$ cat config.mk
export PLATFORM = sky130hd
export DESIGN_NAME = ex_stage
export DESIGN_NICKNAME = d
export VERILOG_FILES = /design/src/ex_pkg.sv /design/src/ex_stage.sv /design/src/branch_unit.sv /design/src/alu_unit.sv /design/src/cla_adder.sv
export VERILOG_INCLUDE_DIRS = /design/src
export SDC_FILE = /design/constraint.sdc
export NUM_CORES = 2
export LEC_CHECK = 0
export ABC_AREA = 1
export BUFFER_PORTS_ARGS = -buffer_cell sky130_fd_sc_hd__clkbuf_2
export CORE_MARGIN = 1
export CORE_UTILIZATION = 30
export DETAILED_ROUTE_END_ITERATION = 8
export SLEW_MARGIN = 20
export SYNTH_ARGS = -nofsm -noshare
export SYNTH_HDL_FRONTEND = slang
export SYNTH_SLANG_ARGS = --single-unit
export TNS_END_PERCENT = 10
$ cat constraint.sdc
create_clock -name clk -period 3.56 [get_ports clk]
set_input_delay 0.356 -clock clk [delete_from_list [all_inputs] [get_ports clk]]
set_output_delay 0.356 -clock clk [all_outputs]
set_load 0.03 [all_outputs]
$ cat src/ex_consts.svh
`ifndef EX_CONSTS_SVH
`define EX_CONSTS_SVH

// datapath widths
`define XLEN        64
`define PC_W        32
`define CLA_GROUP   8

// major opcodes
`define OPC_OP          7'b0110011
`define OPC_OP_32       7'b0111011
`define OPC_OP_IMM      7'b0010011
`define OPC_OP_IMM_32   7'b0011011
`define OPC_LOAD        7'b0000011
`define OPC_STORE       7'b0100011
`define OPC_BRANCH      7'b1100011
`define OPC_JAL         7'b1101111
`define OPC_JALR        7'b1100111
`define OPC_AUIPC       7'b0010111
`define OPC_LUI         7'b0110111

// funct3 for alu ops
`define F3_ADD      3'b000
`define F3_SLL      3'b001
`define F3_SLT      3'b010
`define F3_SLTU     3'b011
`define F3_XOR      3'b100
`define F3_SRL      3'b101
`define F3_OR       3'b110
`define F3_AND      3'b111

// funct3 for branches
`define F3_BEQ      3'b000
`define F3_BNE      3'b001
`define F3_BLT      3'b100
`define F3_BGE      3'b101
`define F3_BLTU     3'b110
`define F3_BGEU     3'b111

// funct7, alt selects sub and sra
`define F7_BASE     7'b0000000
`define F7_ALT      7'b0100000

`endif
$ cat src/ex_pkg.sv
`include "ex_consts.svh"

package ex_pkg;

    // full-width operand or result
    typedef logic [`XLEN-1:0] xlen_t;

    // word-form value
    typedef logic [31:0] word_t;

    // instruction address
    typedef logic [`PC_W-1:0] pc_t;

    // decoded instruction fields
    typedef logic [6:0] opcode_t;
    typedef logic [2:0] funct3_t;
    typedef logic [6:0] funct7_t;

    // shift amount, word forms use the low 5 bits
    typedef logic [5:0] shamt_t;

endpackage

$ cat src/ex_stage.sv
`include "ex_consts.svh"

module ex_stage import ex_pkg::*; (
    input  logic    clk,
    input  logic    rst,
    input  opcode_t opcode,
    input  funct3_t func3,
    input  funct7_t func7,
    input  xlen_t   imm,
    input  xlen_t   data1,
    input  xlen_t   data2,
    input  pc_t     pc,
    output pc_t     pc_branch,
    output logic    is_branch,
    output xlen_t   result,
    output logic    mem_rw,
    output logic    is_load
);
    xlen_t alu_result;
    logic  alu_update;
    pc_t   target;
    logic  taken;
    logic  pc_update;
    logic  load_dec;
    logic  store_dec;

    alu_unit u_alu (
        .opcode     (opcode),
        .func3      (func3),
        .func7      (func7),
        .imm        (imm),
        .data1      (data1),
        .data2      (data2),
        .pc         (pc),
        .alu_result (alu_result),
        .alu_update (alu_update)
    );

    branch_unit u_branch (
        .opcode    (opcode),
        .func3     (func3),
        .imm       (imm),
        .data1     (data1),
        .data2     (data2),
        .pc        (pc),
        .target    (target),
        .taken     (taken),
        .pc_update (pc_update)
    );

    // memory flags, 0 for anything but load and store
    assign load_dec  = (opcode == `OPC_LOAD);
    assign store_dec = (opcode == `OPC_STORE);

    always_ff @(posedge clk or posedge rst) begin
        if (rst) begin
            is_load <= 1'b0;
            mem_rw  <= 1'b0;
        end else begin
            is_load <= load_dec;
            mem_rw  <= store_dec;
        end
    end

    // holds across loads, stores and control flow
    always_ff @(posedge clk or posedge rst) begin
        if (rst) begin
            result <= '0;
        end else if (alu_update) begin
            result <= alu_result;
        end
    end

    // holds when the opcode is not a branch or jump
    always_ff @(posedge clk or posedge rst) begin
        if (rst) begin
            pc_branch <= '0;
            is_branch <= 1'b0;
        end else if (pc_update) begin
            pc_branch <= target;
            is_branch <= taken;
        end
    end

endmodule

$ cat src/branch_unit.sv
`include "ex_consts.svh"

module branch_unit import ex_pkg::*; (
    input  opcode_t opcode,
    input  funct3_t func3,
    input  xlen_t   imm,
    input  xlen_t   data1,
    input  xlen_t   data2,
    input  pc_t     pc,
    output pc_t     target,
    output logic    taken,
    output logic    pc_update
);
    localparam pc_t PC_STEP = 4;

    logic is_br;
    logic is_jal;
    logic is_jalr;
    logic cond;
    pc_t  base;
    pc_t  jump_target;
    pc_t  next_pc;

    assign is_br   = (opcode == `OPC_BRANCH);
    assign is_jal  = (opcode == `OPC_JAL);
    assign is_jalr = (opcode == `OPC_JALR);

    // jalr adds to rs1, bit 0 kept
    assign base = is_jalr ? data1[`PC_W-1:0] : pc;

    cla_adder #(
        .WIDTH(`PC_W)
    ) u_target_add (
        .a    (base),
        .b    (imm[`PC_W-1:0]),
        .cin  (1'b0),
        .sum  (jump_target),
        .cout ()
    );

    cla_adder #(
        .WIDTH(`PC_W)
    ) u_next_add (
        .a    (pc),
        .b    (PC_STEP),
        .cin  (1'b0),
        .sum  (next_pc),
        .cout ()
    );

    always_comb begin
        case (func3)
            `F3_BEQ:  cond = (data1 == data2);
            `F3_BNE:  cond = (data1 != data2);
            `F3_BLT:  cond = ($signed(data1) < $signed(data2));
            `F3_BGE:  cond = ($signed(data1) >= $signed(data2));
            `F3_BLTU: cond = (data1 < data2);
            `F3_BGEU: cond = (data1 >= data2);
            default:  cond = 1'b0;
        endcase
    end

    assign taken     = is_jal || is_jalr || (is_br && cond);
    assign target    = taken ? jump_target : next_pc;
    assign pc_update = is_br || is_jal || is_jalr;

endmodule

$ cat src/alu_unit.sv
`include "ex_consts.svh"

module alu_unit import ex_pkg::*; (
    input  opcode_t opcode,
    input  funct3_t func3,
    input  funct7_t func7,
    input  xlen_t   imm,
    input  xlen_t   data1,
    input  xlen_t   data2,
    input  pc_t     pc,
    output xlen_t   alu_result,
    output logic    alu_update
);
    logic   is_reg;
    logic   is_imm;
    logic   is_word;
    logic   is_lui;
    logic   is_auipc;
    logic   is_other;
    logic   funct_ok;
    logic   do_sub;
    logic   do_sra;
    xlen_t  op_a;
    xlen_t  op_b;
    xlen_t  upper_imm;
    xlen_t  add_a;
    xlen_t  add_b;
    xlen_t  add_sum;
    shamt_t shamt;
    word_t  word_a;
    xlen_t  srl_src;
    xlen_t  sra_res;
    xlen_t  calc_res;

    function automatic xlen_t sext_word(input word_t w);
        return {{(`XLEN - 32){w[31]}}, w};
    endfunction

    assign is_reg   = (opcode == `OPC_OP) || (opcode == `OPC_OP_32);
    assign is_imm   = (opcode == `OPC_OP_IMM) || (opcode == `OPC_OP_IMM_32);
    assign is_word  = (opcode == `OPC_OP_32) || (opcode == `OPC_OP_IMM_32);
    assign is_lui   = (opcode == `OPC_LUI);
    assign is_auipc = (opcode == `OPC_AUIPC);

    // handled elsewhere in the stage
    assign is_other = (opcode == `OPC_LOAD) || (opcode == `OPC_STORE) ||
                      (opcode == `OPC_BRANCH) || (opcode == `OPC_JAL) ||
                      (opcode == `OPC_JALR);

    // register forms accept alt funct7 only for sub and sra
    assign funct_ok = !is_reg || (func7 == `F7_BASE) ||
                      ((func7 == `F7_ALT) && ((func3 == `F3_ADD) || (func3 == `F3_SRL)));
    assign do_sub   = is_reg && (func3 == `F3_ADD) && (func7 == `F7_ALT);
    // immediate shifts put shamt[5] in func7[0], so only bit 5 picks sra
    assign do_sra   = is_reg ? (func7 == `F7_ALT) : func7[5];

    // word forms work on sign-extended low halves
    assign op_a = is_word ? sext_word(data1[31:0]) : data1;
    always_comb begin
        if (is_reg) begin
            op_b = is_word ? sext_word(data2[31:0]) : data2;
        end else begin
            op_b = is_word ? sext_word(imm[31:0]) : imm;
        end
    end

    assign upper_imm = {{(`XLEN - 32){imm[19]}}, imm[19:0], 12'b0};

    // one adder for add, sub and auipc
    assign add_a = is_auipc ? {{(`XLEN - `PC_W){1'b0}}, pc} : op_a;
    assign add_b = is_auipc ? upper_imm : (do_sub ? ~op_b : op_b);

    cla_adder #(
        .WIDTH(`XLEN)
    ) u_add (
        .a    (add_a),
        .b    (add_b),
        .cin  (do_sub),
        .sum  (add_sum),
        .cout ()
    );

    assign shamt   = is_word ? {1'b0, op_b[4:0]} : op_b[5:0];
    assign word_a  = data1[31:0];
    assign srl_src = is_word ? {{(`XLEN - 32){1'b0}}, word_a} : data1;
    assign sra_res = $signed(op_a) >>> shamt;

    always_comb begin
        case (func3)
            `F3_ADD:  calc_res = add_sum;
            `F3_SLL:  calc_res = op_a << shamt;
            `F3_SLT:  calc_res = {{(`XLEN - 1){1'b0}}, $signed(op_a) < $signed(op_b)};
            `F3_SLTU: calc_res = {{(`XLEN - 1){1'b0}}, op_a < op_b};
            `F3_XOR:  calc_res = op_a ^ op_b;
            `F3_SRL:  calc_res = do_sra ? sra_res : (srl_src >> shamt);
            `F3_OR:   calc_res = op_a | op_b;
            default:  calc_res = op_a & op_b;
        endcase
    end

    always_comb begin
        alu_update = 1'b0;
        alu_result = '0;
        if (is_reg || is_imm) begin
            alu_update = funct_ok;
            alu_result = is_word ? sext_word(calc_res[31:0]) : calc_res;
        end else if (is_lui) begin
            alu_update = 1'b1;
            alu_result = upper_imm;
        end else if (is_auipc) begin
            alu_update = 1'b1;
            alu_result = add_sum;
        end else if (!is_other) begin
            // unknown opcode clears the result
            alu_update = 1'b1;
        end
    end

endmodule

$ cat src/cla_adder.sv
`include "ex_consts.svh"

module cla_adder #(
    parameter int WIDTH = 64
) (
    input  logic [WIDTH-1:0] a,
    input  logic [WIDTH-1:0] b,
    input  logic             cin,
    output logic [WIDTH-1:0] sum,
    output logic             cout
);
    localparam int GW   = `CLA_GROUP;
    localparam int NGRP = WIDTH / GW;

    logic [WIDTH-1:0] gen;
    logic [WIDTH-1:0] prop;
    logic [NGRP:0]    grp_carry;

    assign gen          = a & b;
    assign prop         = a ^ b;
    assign grp_carry[0] = cin;

    genvar gi;
    generate
        for (gi = 0; gi < NGRP; gi++) begin : g_grp
            logic [GW-1:0] g;
            logic [GW-1:0] p;
            logic [GW:0]   c;

            assign g = gen[gi*GW +: GW];
            assign p = prop[gi*GW +: GW];

            // every carry expanded straight from the group carry-in
            always_comb begin
                logic run_p;
                logic run_c;
                c[0] = grp_carry[gi];
                for (int k = 0; k < GW; k++) begin
                    run_p = 1'b1;
                    run_c = 1'b0;
                    for (int j = k; j >= 0; j--) begin
                        run_c = run_c | (run_p & g[j]);
                        run_p = run_p & p[j];
                    end
                    c[k+1] = run_c | (run_p & grp_carry[gi]);
                end
            end

            assign sum[gi*GW +: GW]  = p ^ c[GW-1:0];
            assign grp_carry[gi + 1] = c[GW];
        end
    endgenerate

    assign cout = grp_carry[NGRP];

endmodule

==> summary.md <==
| Metric | Value |
|---|---|
| Detailed Route Iter0 Violations | `5342` |
| Origin of the worst setup path | `func3[0]` |
| CTS Buffer Depth | `2` |
| WL final | `185000 um` |
| CP Data Arrival Time | `4.60 ns` |
| Fmax | `234 MHz` |
| Slew headroom | `0.397` |
| Worst vdd ir | `255 uV` |
| Final HPWL DP | `153000 um` |
| Critical path's top delay family | `simple AND/OR/NAND/NOR gates` |
| Clock latency at the later pin of the worst-skew pair | `0.42 ns` |
| Register bit total from synthesis | `99` |
| P&R area growth vs syn | `51.6%` |
| PnR worst setup slack | `-0.716 ns` |
| Seq/Total Area, Yosys | `0.0838` |
| Total congestion overflow | `0` |
| CTS root buf | `clkbuf_16` |
| Number of cells on the critical path | `38` |
| Buf/Inv on CP | `8` |
| Synthesized area per cell | `5.53 um2` |
| Worst r2r dst | `result[13]` |
| CP Max Fanout | `7` |
| Sw Share | `0.506` |
| Mapped Area | `29600 um2` |
| Final setup fails | `69` |
| Slew @ Worst Pin | `0.904 ns` |
| Status | `complete, but fails checks` |
| Post-Synthesis Cells | `5347` |
| Commonest non-fill, non-tap cell in the layout | `nand2_1` |
| Crit path capture | `result[41]` |
| PwrDens | `215 nW/um2` |
| Hold Path Class | `input port to asynchronous set/reset pin` |
| Number of synthesized flops with an enable pin | `0` |
| CP Launch Type | `input port` |
| Internal | `4.74 mW` |
| Core area | `97100 um2` |
| DRC errors left | `0` |
| Synthesized Nets | `5957` |
| Vias | `44333` |
| Slew Limit Fails | `0` |
| Slowest stage delay, CP | `0.35 ns` |
| Num CTS Buffers | `9` |
| Global-route wire length before repair | `263000 um` |
| Sequential fraction of design power | `0.139` |
| Die Area | `99800 um2` |
| Required time worst endpoint | `3.89 ns` |
| Failing checks | `negative setup slack` |
| R2R cell count | `2` |
| Worst Clk Skew | `0 ns` |
| Switch Pwr | `4.87 mW` |
| Ratio of cells with drive above 1 in the final layout | `0.318` |
| RSZ-0062 raised after global routing | `yes` |
| Synth warn | `0` |
| IO Port Bufs | `341` |
| Via density | `5.45` |
| Placer Congestion | `1.07` |
| Leakage power total | `24.8 nW` |
| Cell variety after synth | `67` |
| Max-Cap Viols | `0` |
| Post-synth top flop | `dfrtp_1` |
| I/O Pins | `342` |
| FF-to-FF Start | `result[13]` |
| Detailed Routing Iterations Pass 1 | `6` |
| Layout fillers | `10419` |
| Register-to-register setup slack | `2.62 ns` |
| Largest net degree at the start of global routing | `76` |
| Aggregate global-route resource usage | `0.355` |
| Nets@finish | `7454` |
| CTS tree | `built` |
| Number of global-route vias before repair | `40982` |
| ANT nets after route | `0` |
| Slowest CP cell | `fa_2` |
| Combinational fraction of design power | `0.742` |
| Row cnt | `114` |
| CTS Sinks | `99` |
| Initial antenna violation count | `8` |
| WL/cell | `22.8 um` |
| Final hold violation count | `0` |
| Critical path class | `input port to flip-flop` |
| Placed Cells | `8037` |
| Die X | `316 um` |
| Most frequent cells in the layout | `nand2_1, buf_4, nor2_1, inv_1, nand3_1` |
| Finished Layout Cells | `8128` |
| Reg clk slew, reported paths | `0.10 ns` |
| Hold Slack | `0.0471 ns` |
| Initial Util | `0.304` |
| Critical Path End Type | `flip-flop` |
| Clock power share | `0.118` |
| Minimum clock period | `4.28 ns` |
| Period Utilization, post-route | `1.20` |
| H-Tree Depth | `3` |
| Crit path top cell by count | `nand2_4` |
| Die Span Y | `316 um` |
| Post-synth ARST share | `1.00` |
==> final cells by class <==
type | instances | area, um2 | area share
diodes | 4 | 10.0 | 0.000223
clock buffers | 11 | 253 | 0.00564
clock inverters | 4 | 33.8 | 0.000754
inverters | 544 | 2090 | 0.0466
multi-input cells | 4399 | 25000 | 0.557
flip-flops and latches | 99 | 2480 | 0.0553
well taps | 1276 | 1600 | 0.0356
repair buffers | 1791 | 13400 | 0.299
==> sequential cells by signal (all words and copies together), names as in the netlist <==
name       cells
is_branch      1
is_load        1
mem_rw         1
pc_branch     32
result        64
==> how the worst min path moves through the flow <==
stage / slack (ns) / cells after the start / end / start
2_1_floorplan: 0.43 / 1 / is_load / opcode[5]
6_report: 0.05 / 2 / is_load / rst
3_3_place_gp: 0.46 / 2 / pc_branch[19] / pc_branch[19]
4_1_cts: 0.06 / 2 / is_load / rst
5_1_grt: 0.1 / 2 / is_load / rst
3_5_place_dp: 0.47 / 2 / pc_branch[15] / pc_branch[15]
==> power groups by stage <==
stage                     Combinational, mW  Sequential [mW]  Clock [mW]
after detailed placement               6.57             1.35           0
after global routing                   7.63             1.35        1.18
after CTS                              6.79             1.33        1.16
after global placement                 6.54             1.35           0
after floorplan                        2.95             1.59           0
final                                  7.14             1.34        1.14
==> cell families (layout without fill, tap and decap cells) <==
kind of cell               Yosys count  count (layout)  synth area share
AOI/OAI and AO/OA                 1231            1231             0.238
xor gates and xnor gates            73              73            0.0216
adders and majority gates          367             367             0.158
buffers and inverters              849            2350             0.116
DFF                                 99              99            0.0838
muxes                               15              15           0.00508
other                                0               4                 0
and+or+nand+nor                   2713            2713             0.377
==> layer usage <==
layer / up-vias / track usage / wire, um
li1: 20713 / - / -
met1: 20768 / 0.470 / 76400
met2: 2401 / 0.532 / 77400
met3: 443 / 0.100 / 21300
met4: 8 / 0.159 / 9840
met5: - / 0 / 50
==> metrics by stage <==
stage | power (mW) | setup slack, ns | setup TNS [ns] | util | area (um2)
2_1_floorplan | 4.54 | -1.00 | -24.50 | - | 29800
3_3_place_gp | 7.90 | -1.55 | -78.09 | 0.436 | 42400
3_5_place_dp | 7.92 | -1.48 | -79.73 | 0.436 | 42400
4_1_cts | 9.28 | -0.631 | -18.22 | 0.451 | 43800
5_1_grt | 10.2 | -0.918 | -37.03 | 0.461 | 44800
6_report | 9.61 | -0.716 | -21.24 | 0.461 | 44800
==> Yosys cell counts (all sizes together), types with 19 or more instances <==
cell,count,share of area
a22oi,20,0.0051
nand4,47,0.0099
a21oi,399,0.068
inv,539,0.069
a211oi,21,0.0053
a31oi,22,0.0047
nor2,556,0.071
clkbuf,162,0.021
or2,30,0.0064
dfrtp,99,0.084
o21a,39,0.0099
xnor2,19,0.0056
ha,355,0.15
o21ai,535,0.092
nand3,400,0.068
nor3,51,0.0086
o22ai,28,0.0059
buf,143,0.026
nand2,1590,0.20
o211ai,73,0.019
xor2,54,0.016
o221a,19,0.0072
==> what timing repair did <==
| item | CTS | global route |
|---|---|---|
| hold buffers | 0 | 0 |
| pin swaps | 79 | 101 |
| buffers inserted | 39 | 30 |
| resized for setup | 216 | 214 |
| gates cloned | 1 | 5 |
| setup endpoints to repair | 86 | 90 |
Power figures use the tool's default switching activity.
